**src/fbuf_pkg.sv**
```systemverilog
package fbuf_pkg;

    // data word and marker bytes
    localparam int WORD_WIDTH = 64;
    localparam int ID_WIDTH = 8;
    localparam logic [ID_WIDTH-1:0] HEADER_ID = 8'hAA;
    localparam logic [ID_WIDTH-1:0] FOOTER_ID = 8'h55;

    // slot ring geometry, a frame must fit one slot including header and footer
    localparam int SLOT_WORDS = 16;
    localparam int NUM_SLOTS = 4;
    localparam int SLOT_AW = 2;
    localparam int WORD_AW = 4;

    // flat store addressed as {slot index, word offset}
    localparam int MEM_AW = SLOT_AW + WORD_AW;
    localparam int MEM_WORDS = NUM_SLOTS * SLOT_WORDS;

    // one keep bit per byte of the output word
    localparam int KEEP_WIDTH = WORD_WIDTH / 8;

    // header layout, frame_length counts payload words only
    typedef struct packed {
        logic [ID_WIDTH-1:0]                 id;
        logic [11:0]                         channel_id;
        logic [11:0]                         frame_length;
        logic [WORD_WIDTH-ID_WIDTH-25:0]     rest;
    } header_view_t;

    // footer layout, word_count as written by the front end
    typedef struct packed {
        logic [ID_WIDTH-1:0]                 id;
        logic [15:0]                         word_count;
        logic [WORD_WIDTH-ID_WIDTH-17:0]     rest;
    } footer_view_t;

    // one stream word, seen as a header on ingress and as a footer on egress
    typedef union packed {
        header_view_t hdr;
        footer_view_t ftr;
    } fbuf_word_u;

    // internal beat between decode, ring control and slot store
    typedef struct packed {
        fbuf_word_u data;
        logic       valid;
        logic       last;
    } stream_beat_t;

    // slot pointer, wrap bit tells full from empty when indices match
    typedef struct packed {
        logic               wrap;
        logic [SLOT_AW-1:0] index;
    } slot_ptr_t;

endpackage

```
**src/frame_header_decode.sv**
```systemverilog
module frame_header_decode (
    input  logic                   ACLK,
    input  logic                   rst,
    input  fbuf_pkg::fbuf_word_u   s_data,
    input  logic                   s_valid,
    output logic                   s_tready,
    output fbuf_pkg::stream_beat_t wr_beat,
    input  logic                   wr_ready,
    output logic                   frame_error
);
    import fbuf_pkg::*;

    logic active;
    logic in_frame;
    logic dropping;
    logic is_header;
    logic is_footer;
    logic too_long;
    logic forward;
    logic s_fire;
    logic hdr_seen;

    // both markers sit in the same top byte, so the header view covers both
    assign is_header = s_data.hdr.id == HEADER_ID;
    assign is_footer = s_data.hdr.id == FOOTER_ID;

    // header, payload and footer must all fit into one slot
    assign too_long = ({1'b0, s_data.hdr.frame_length} + 13'd2) > 13'(SLOT_WORDS);

    // words of an accepted frame, or a header that opens one
    assign forward = in_frame || (!dropping && is_header && !too_long);

    assign wr_beat.data = s_data;
    assign wr_beat.valid = s_valid && active && forward;
    assign wr_beat.last = in_frame && is_footer;

    // discarded words are swallowed without waiting on the ring
    assign s_tready = active && (forward ? wr_ready : 1'b1);
    assign s_fire = s_valid && s_tready;

    always_ff @(posedge ACLK) begin
        if (rst) begin
            active <= 1'b0;
            in_frame <= 1'b0;
            dropping <= 1'b0;
            frame_error <= 1'b0;
        end else begin
            active <= 1'b1;
            if (s_fire) begin
                if (in_frame) begin
                    if (is_footer) begin
                        in_frame <= 1'b0;
                    end
                end else if (dropping) begin
                    if (is_footer) begin
                        dropping <= 1'b0;
                    end
                end else if (is_header) begin
                    if (too_long) begin
                        // oversize frame is thrown away up to its footer
                        dropping <= 1'b1;
                        frame_error <= 1'b1;
                    end else begin
                        in_frame <= 1'b1;
                    end
                end
            end
        end
    end

    // frame tracking as seen from the ring side of the beat stream
    always_ff @(posedge ACLK) begin
        if (rst) begin
            hdr_seen <= 1'b0;
        end else if (wr_beat.valid && wr_ready) begin
            hdr_seen <= !wr_beat.last;
        end
    end

    // every run of beats toward the ring opens with a header
    a_header_first: assert property (@(posedge ACLK) disable iff (rst)
        wr_beat.valid && !hdr_seen |-> wr_beat.data.hdr.id == HEADER_ID)
        else $error("decode forwarded a beat without a prior header");

endmodule

```
**src/slot_ring_ctrl.sv**
```systemverilog
module slot_ring_ctrl (
    input  logic                   ACLK,
    input  logic                   rst,
    input  fbuf_pkg::stream_beat_t wr_beat,
    output logic                   wr_ready,
    output logic                   wr_en,
    output logic [5:0]             wr_addr,
    output fbuf_pkg::fbuf_word_u   wr_data,
    output logic [1:0]             rd_slot,
    output logic                   rd_avail,
    input  logic                   slot_done
);
    import fbuf_pkg::*;

    slot_ptr_t          wr_ptr;
    slot_ptr_t          rd_ptr;
    logic [WORD_AW-1:0] wr_off;
    logic               commit;
    logic               full;
    logic               empty;
    logic               wr_fire;

    // same slot with opposite wrap means the writer lapped the reader
    assign full = (wr_ptr.index == rd_ptr.index) && (wr_ptr.wrap != rd_ptr.wrap);
    assign empty = wr_ptr == rd_ptr;

    // hold off ingress while the finished slot is being committed
    assign wr_ready = !full && !commit;
    assign wr_fire = wr_beat.valid && wr_ready;

    // every accepted beat goes straight into the slot store
    assign wr_en = wr_fire;
    assign wr_addr = {wr_ptr.index, wr_off};
    assign wr_data = wr_beat.data;

    assign rd_slot = rd_ptr.index;
    assign rd_avail = !empty;

    always_ff @(posedge ACLK) begin
        if (rst) begin
            wr_ptr <= '0;
            rd_ptr <= '0;
            wr_off <= '0;
            commit <= 1'b0;
        end else begin
            commit <= wr_fire && wr_beat.last;

            if (wr_fire) begin
                if (wr_beat.last) begin
                    wr_off <= '0;
                end else begin
                    wr_off <= wr_off + 1'b1;
                end
            end

            // carry out of the index flips the wrap bit
            if (commit) begin
                wr_ptr <= slot_ptr_t'(wr_ptr + 1'b1);
            end

            if (slot_done) begin
                rd_ptr <= slot_ptr_t'(rd_ptr + 1'b1);
            end
        end
    end

    // the last word position of a slot may only hold a footer,
    // which relies on the length check upstream
    a_offset_in_slot: assert property (@(posedge ACLK) disable iff (rst)
        wr_fire && wr_off == WORD_AW'(SLOT_WORDS - 1) |-> wr_beat.last)
        else $error("write offset ran past the end of the slot");

    // egress may only release a slot that was committed
    a_done_not_empty: assert property (@(posedge ACLK) disable iff (rst)
        slot_done |-> !empty)
        else $error("slot_done while the ring is empty");

endmodule

```
**src/frame_slot_mem.sv**
```systemverilog
module frame_slot_mem (
    input  logic                 ACLK,
    input  logic                 wr_en,
    input  logic [5:0]           wr_addr,
    input  fbuf_pkg::fbuf_word_u wr_data,
    input  logic [5:0]           rd_addr,
    input  logic                 rd_en,
    output fbuf_pkg::fbuf_word_u rd_word
);
    import fbuf_pkg::*;

    // all slots back to back, slot index in the upper address bits
    fbuf_word_u mem [MEM_WORDS];

    always_ff @(posedge ACLK) begin
        if (wr_en) begin
            mem[wr_addr] <= wr_data;
        end
    end

    // registered read, word shows up on the cycle after rd_en
    always_ff @(posedge ACLK) begin
        if (rd_en) begin
            rd_word <= mem[rd_addr];
        end
    end

endmodule

```
**src/frame_egress.sv**
```systemverilog
module frame_egress (
    input  logic                 ACLK,
    input  logic                 rst,
    input  logic [1:0]           rd_slot,
    input  logic                 rd_avail,
    output logic                 slot_done,
    output logic [5:0]           rd_addr,
    output logic                 rd_en,
    input  fbuf_pkg::fbuf_word_u rd_word,
    output fbuf_pkg::fbuf_word_u m_data,
    output logic                 m_valid,
    output logic                 m_last,
    output logic [7:0]           m_keep,
    input  logic                 m_ready
);
    import fbuf_pkg::*;

    logic               busy;
    logic               eof_seen;
    logic [WORD_AW-1:0] rd_off;
    logic               pend;
    logic               hold_valid;
    logic               load;
    logic               ret_footer;
    logic               m_footer;

    // output register is free, or it empties on this edge
    assign load = !m_valid || m_ready;

    // word returned by the store this cycle is the footer
    assign ret_footer = pend && rd_word.ftr.id == FOOTER_ID;

    // only read when the returning word is sure to find room
    assign rd_en = busy && !eof_seen && !ret_footer && !hold_valid && !(pend && !load);
    assign rd_addr = {rd_slot, rd_off};

    assign m_footer = m_data.ftr.id == FOOTER_ID;
    assign m_last = m_valid && m_footer;
    // footer carries only its upper half
    assign m_keep = m_footer ? {{KEEP_WIDTH/2{1'b1}}, {KEEP_WIDTH/2{1'b0}}} : '1;

    assign slot_done = m_valid && m_ready && m_footer;

    always_ff @(posedge ACLK) begin
        if (rst) begin
            busy <= 1'b0;
            eof_seen <= 1'b0;
            rd_off <= '0;
            pend <= 1'b0;
            hold_valid <= 1'b0;
            m_valid <= 1'b0;
        end else begin
            pend <= rd_en;

            if (!busy && rd_avail) begin
                busy <= 1'b1;
                eof_seen <= 1'b0;
                rd_off <= '0;
            end else if (slot_done) begin
                busy <= 1'b0;
            end else begin
                if (rd_en) begin
                    rd_off <= rd_off + 1'b1;
                end
                if (ret_footer) begin
                    eof_seen <= 1'b1;
                end
            end

            // a returned word that finds the output full waits in the hold entry
            if (load) begin
                m_valid <= hold_valid || pend;
                hold_valid <= 1'b0;
            end else if (pend) begin
                hold_valid <= 1'b1;
            end
        end
    end

    // no read is issued while a word waits, so the store output register is the hold entry
    always_ff @(posedge ACLK) begin
        if (load) begin
            m_data <= rd_word;
        end
    end

    a_hold_stable: assert property (@(posedge ACLK) disable iff (rst)
        m_valid && !m_ready |=> m_valid && $stable(m_data))
        else $error("output word changed while stalled");

endmodule

```
**src/frame_buffer_top.sv**
```systemverilog
module frame_buffer_top (
    input  logic                 ACLK,
    input  logic                 rst,
    input  fbuf_pkg::fbuf_word_u s_data,
    input  logic                 s_valid,
    output logic                 s_tready,
    output fbuf_pkg::fbuf_word_u m_data,
    output logic                 m_valid,
    output logic                 m_last,
    output logic [7:0]           m_keep,
    input  logic                 m_ready,
    output logic                 frame_error
);
    import fbuf_pkg::*;

    stream_beat_t wr_beat;
    logic         wr_ready;
    logic         wr_en;
    logic [5:0]   wr_addr;
    fbuf_word_u   wr_data;
    logic [1:0]   rd_slot;
    logic         rd_avail;
    logic         slot_done;
    logic [5:0]   rd_addr;
    logic         rd_en;
    fbuf_word_u   rd_word;

    // decode stage
    frame_header_decode u_decode (
        .ACLK        (ACLK),
        .rst         (rst),
        .s_data      (s_data),
        .s_valid     (s_valid),
        .s_tready    (s_tready),
        .wr_beat     (wr_beat),
        .wr_ready    (wr_ready),
        .frame_error (frame_error)
    );

    // execute stage, ring pointers and slot store
    slot_ring_ctrl u_ring (
        .ACLK      (ACLK),
        .rst       (rst),
        .wr_beat   (wr_beat),
        .wr_ready  (wr_ready),
        .wr_en     (wr_en),
        .wr_addr   (wr_addr),
        .wr_data   (wr_data),
        .rd_slot   (rd_slot),
        .rd_avail  (rd_avail),
        .slot_done (slot_done)
    );

    frame_slot_mem u_mem (
        .ACLK    (ACLK),
        .wr_en   (wr_en),
        .wr_addr (wr_addr),
        .wr_data (wr_data),
        .rd_addr (rd_addr),
        .rd_en   (rd_en),
        .rd_word (rd_word)
    );

    // result stage
    frame_egress u_egress (
        .ACLK      (ACLK),
        .rst       (rst),
        .rd_slot   (rd_slot),
        .rd_avail  (rd_avail),
        .slot_done (slot_done),
        .rd_addr   (rd_addr),
        .rd_en     (rd_en),
        .rd_word   (rd_word),
        .m_data    (m_data),
        .m_valid   (m_valid),
        .m_last    (m_last),
        .m_keep    (m_keep),
        .m_ready   (m_ready)
    );

endmodule

```
**config.mk**
```make
export PLATFORM = sky130hd
export DESIGN_NAME = frame_buffer_top
export DESIGN_NICKNAME = d
export VERILOG_FILES = /design/src/fbuf_pkg.sv /design/src/frame_header_decode.sv /design/src/slot_ring_ctrl.sv /design/src/frame_slot_mem.sv /design/src/frame_egress.sv /design/src/frame_buffer_top.sv
export SDC_FILE = /design/constraint.sdc
export NUM_CORES = 2
export LEC_CHECK = 0
export ABC_CLOCK_PERIOD_IN_PS = 13200
export BUFFER_PORTS_ARGS = -buffer_cell sky130_fd_sc_hd__buf_2
export CORE_UTILIZATION = 50
export DETAILED_ROUTE_END_ITERATION = 10
export HOLD_SLACK_MARGIN = 0.1
export PLACE_DENSITY = 0.65
export SLEW_MARGIN = 20
export SYNTH_ARGS = -nofsm -noshare
export SYNTH_HDL_FRONTEND = slang
export SYNTH_SLANG_ARGS = --single-unit
```
**constraint.sdc**
```tcl
create_clock -name ACLK -period 13.2 [get_ports ACLK]
set_clock_uncertainty 0.2 [all_clocks]
set_input_delay 2.64 -clock ACLK [delete_from_list [all_inputs] [get_ports ACLK]]
set_output_delay 2.64 -clock ACLK [all_outputs]
set_load 0.005 [all_outputs]
```
==> flow_summary.yaml <==
clock_tree:
  cts.repair.resized: 0
  cts_root_buf: "sky130_fd_sc_hd__clkbuf_16"
  post_cts_buffers: 0
  tritoncts.num_buffers: 424
  cts-htree-levels: 5
  cts.sink_count: 4248
  clock_insertion_delay_worst_skew_ns: 0.98
  cts_hold_buf: 0
  tritoncts: "done"
  clock_input_transition_at_the_sequential_cells_of_the_worst_setup_and_hold_paths_ns: 0.05
  clk_path_buf_depth: 4
synthesis:
  synth_area_um2: 160100
  most_used_standard_cell_by_instance_count_after_synthesis: "sky130_fd_sc_hd__edfxtp_1"
  yosysSeqAreaShare_pct: 79.51
  synth_largest_type_area_fraction_pct: 79.21
  avgSynthCellArea_um2: 25.48
  yosysTopAreaCell: "sky130_fd_sc_hd__edfxtp_1"
  asyncSetResetFlopFracSynth_pct: 0
  synth.top_cells.by_area: "sky130_fd_sc_hd__edfxtp_1, sky130_fd_sc_hd__mux4_2, sky130_fd_sc_hd__a22oi_1"
  post_synth_inst_count: 6284
  synthFlopType: "sky130_fd_sc_hd__edfxtp_1"
  synth-warning-count: 0
  list_of_most_frequent_post_synthesis_cells: "sky130_fd_sc_hd__edfxtp_1, sky130_fd_sc_hd__mux4_2, sky130_fd_sc_hd__clkbuf_1"
  post_synth_num_cell_types: 53
  yosys_register_bits: 4248
  number_of_enable_flip_flop_cells_after_synthesis: 4224
min_path:
  min_path_type: "flip-flop to flip-flop"
  min_from: "u_mem.rd_word[53]$_DFFE_PP_"
sta:
  tightest_slew_ns: 1.111
  rsz_0062_raised_after_global_routing: "no"
  layout_min_cycle_time_ns: 8.485
  fmax_mhz: 117.9
  finalCritPeriodShare_pct: 64.28
  setup-violations-final: 0
  timing.slew.headroom_pct: 25.70
  drv_slew: 0
  timing_hold_violations_final: 0
  tns_ns: 0
worst_setup_path:
  timing.critical_path.arrival_ns: 5.65
  worstSetupStartpointType: "input port"
  worstPathCellList: "buf_2, buf_4, nor4bb_1, nand4b_1, a2111oi_4, nor2_1, o21a_1, buf_2"
  slowest_stage: "sky130_fd_sc_hd__a2111oi_4"
  critical_path.startpoint: "s_data[61]"
  cpMostUsedCell: "sky130_fd_sc_hd__buf_2"
  critical_path.max_fanout: 66
  rr_startpoint: "u_ring.rd_slot[0]$_SDFFE_PP0P_"
  endpoint_kind: "primary output"
  worstSetupPathType: "input port to primary output"
  max_stage_delay_ns: 0.93
  cp.required_ns: 10.36
drt:
  post-route-drc-count: 0
  drt-initial-drc-count: 9376
  wirelength_met1_mm: 156.3
  detail_route.first_pass.iterations: 8
  postRouteAntennaNets: 0
  postRouteWirelength_mm: 401.3
  met2_length_mm: 199.9
  vias: 72420
  dr.max_layer_used: "met5"
  wl_met3_mm: 28.70
  post_drt_via_cell_ratio: 6.411
  routedWlPerCell_um: 35.52
global_routing:
  via_count_of_the_first_global_routing_pass: 73330
  antenna_found_initial: 11
  global_route.overflow_total: 0
  pin_count_of_the_biggest_net_entering_global_routing: 144
  global_route_wire_length_before_repair_mm: 564.4
  grt_usage_pct: 24.90
die:
  row_count: 207
  die_x_um: 567.9
  core_region_area_um2: 318300
  ios: 144
  chipHeight_um: 567.9
  floorplan.die_area_um2: 322500
  initial_utilization_pct: 50.31
finish:
  areaGrowthSynthToFinish_pct: 12.90
  final_cell_area_um2: 180800
  post_route_cells_drive_above_1_share_pct: 32.96
  non_filler_cells_final: 11300
  num-fill-cells: 22510
  final_net_count: 6832
place:
  hpwl_mm: 219.1
  placedCellCount: 10510
  io_buffer_count: 139
  globalplace.congestion: 0.7982
  dpl-instance-area_um2: 167100
power_and_ir_drop:
  netSwitchingPower_mw: 5.309
  power_frac_comb_pct: 0.9
  power.ir.vdd_worst_mv: 0.1380
  power.share.clock_pct: 44.0
  totalPowerFinal_mw: 26.90
  power.share.sequential_pct: 55.1
  cellInternalPower_mw: 21.59
  p_leak_nw: 54.13
  power.switching_fraction_pct: 19.73
  power.density_cell_area_nw_per_um2: 148.8
flow_run:
  max_cap_viol_count: 0
status:
  outcome: "completed"
==> worst max-delay path: cells and delay by family <==
kind	cells	cell delay, ns
AOI/OAI and AO/OA	2	1.23
and+or+nand+nor	3	0.91
buffers and inverters	3	0.77
==> power by group through the flow <==
stage | clock network (mW) | registers (mW) | logic (mW)
after floorplan | 0 | 15.1 | 0.00640
after detailed placement | 0 | 15.1 | 0.255
after global routing | 12.5 | 14.8 | 0.266
after global placement | 0 | 15.1 | 0.236
after CTS | 12.0 | 14.8 | 0.254
final | 11.8 | 14.8 | 0.253
==> final cells by class <==
class	instances	area (um2)	share of cell area, %
Tap cell	4180	5230	2.893
Timing Repair Buffer	382	2688	1.487
Antenna cell	5	12.51	0.006921
Inverter	8	30.03	0.01661
Multi-Input combinational cell	1692	31810	17.59
Clock buffer	527	11150	6.168
Clock inverter	255	2535	1.402
Sequential cell	4248	127300	70.43
==> logic make-up (layout without fill, tap and decap cells) <==
logic type      after synthesis  count (layout)  share of synthesized area [%]
flops                      4248            4248                          79.51
buf+inv                     347            1172                         0.8845
fa+ha+maj                     8               8                        0.06251
xor+xnor                      9               9                        0.04923
simple gates                227             227                         0.7173
mux                        1287            1287                          18.05
other cells                   1               9                       0.002342
compound gates              157             157                         0.7282
==> layer usage <==
layer / vias up / global-route usage [%]
li1: 28540 / -
met3: 585 / 3.113
met1: 39770 / 34.63
met5: - / 0
met4: 4 / 9.053
met2: 3524 / 40.98
==> stage by stage <==
stage          utilization [%]  hold slack, ns  worst slack, ns
2_1_floorplan                -          0.2003            2.098
3_3_place_gp             52.49          0.2046            4.727
3_5_place_dp             52.49          0.2052            4.719
4_1_cts                  56.79          0.2186            4.723
5_1_grt                  56.79          0.2194            4.553
6_report                 56.80          0.2169            4.715
==> registers in the layout (all words and copies together), names as in the netlist, 2 cells and up <==
name,count
u_mem.mem,4096
u_egress.m_data,64
u_mem.rd_word,64
u_egress.rd_off,4
u_ring.wr_off,4
u_ring.rd_slot,2
u_ring.wr_addr,2
==> cell usage in the layout (no fill, tap or decap), types with 8 or more instances in the layout <==
master / count
sky130_fd_sc_hd__dfxtp_1: 20
sky130_fd_sc_hd__nand2_1: 80
sky130_fd_sc_hd__clkinv_2: 79
sky130_fd_sc_hd__clkbuf_8: 9
sky130_fd_sc_hd__nor3_2: 47
sky130_fd_sc_hd__clkinv_1: 91
sky130_fd_sc_hd__clkbuf_16: 427
sky130_fd_sc_hd__edfxtp_1: 4224
sky130_fd_sc_hd__inv_1: 8
sky130_fd_sc_hd__buf_4: 238
sky130_fd_sc_hd__mux4_2: 1280
sky130_fd_sc_hd__bufinv_16: 38
sky130_fd_sc_hd__ha_1: 8
sky130_fd_sc_hd__inv_6: 10
sky130_fd_sc_hd__nand3_1: 11
sky130_fd_sc_hd__a22oi_1: 128
sky130_fd_sc_hd__nor2_1: 21
sky130_fd_sc_hd__clkinv_8: 8
sky130_fd_sc_hd__nor2_4: 9
sky130_fd_sc_hd__clkinv_16: 9
sky130_fd_sc_hd__buf_2: 132
sky130_fd_sc_hd__buf_12: 12
sky130_fd_sc_hd__nand2b_1: 9
sky130_fd_sc_hd__clkinvlp_4: 14
sky130_fd_sc_hd__clkbuf_1: 91
==> path summary, 6_finish.rpt <==
check / endpoint / slack, ns / depth (start not counted)
worst max-delay path: s_tready / 4.71 / 8
worst min-delay path: u_egress.m_data[53]$_DFFE_PP_ / 0.22 / 0
worst max register to register: u_mem.rd_word[26]$_DFFE_PP_ / 7.80 / 7
worst min register to register: u_egress.m_data[53]$_DFFE_PP_ / 0.22 / 0
(Power assumes the default switching activity.)
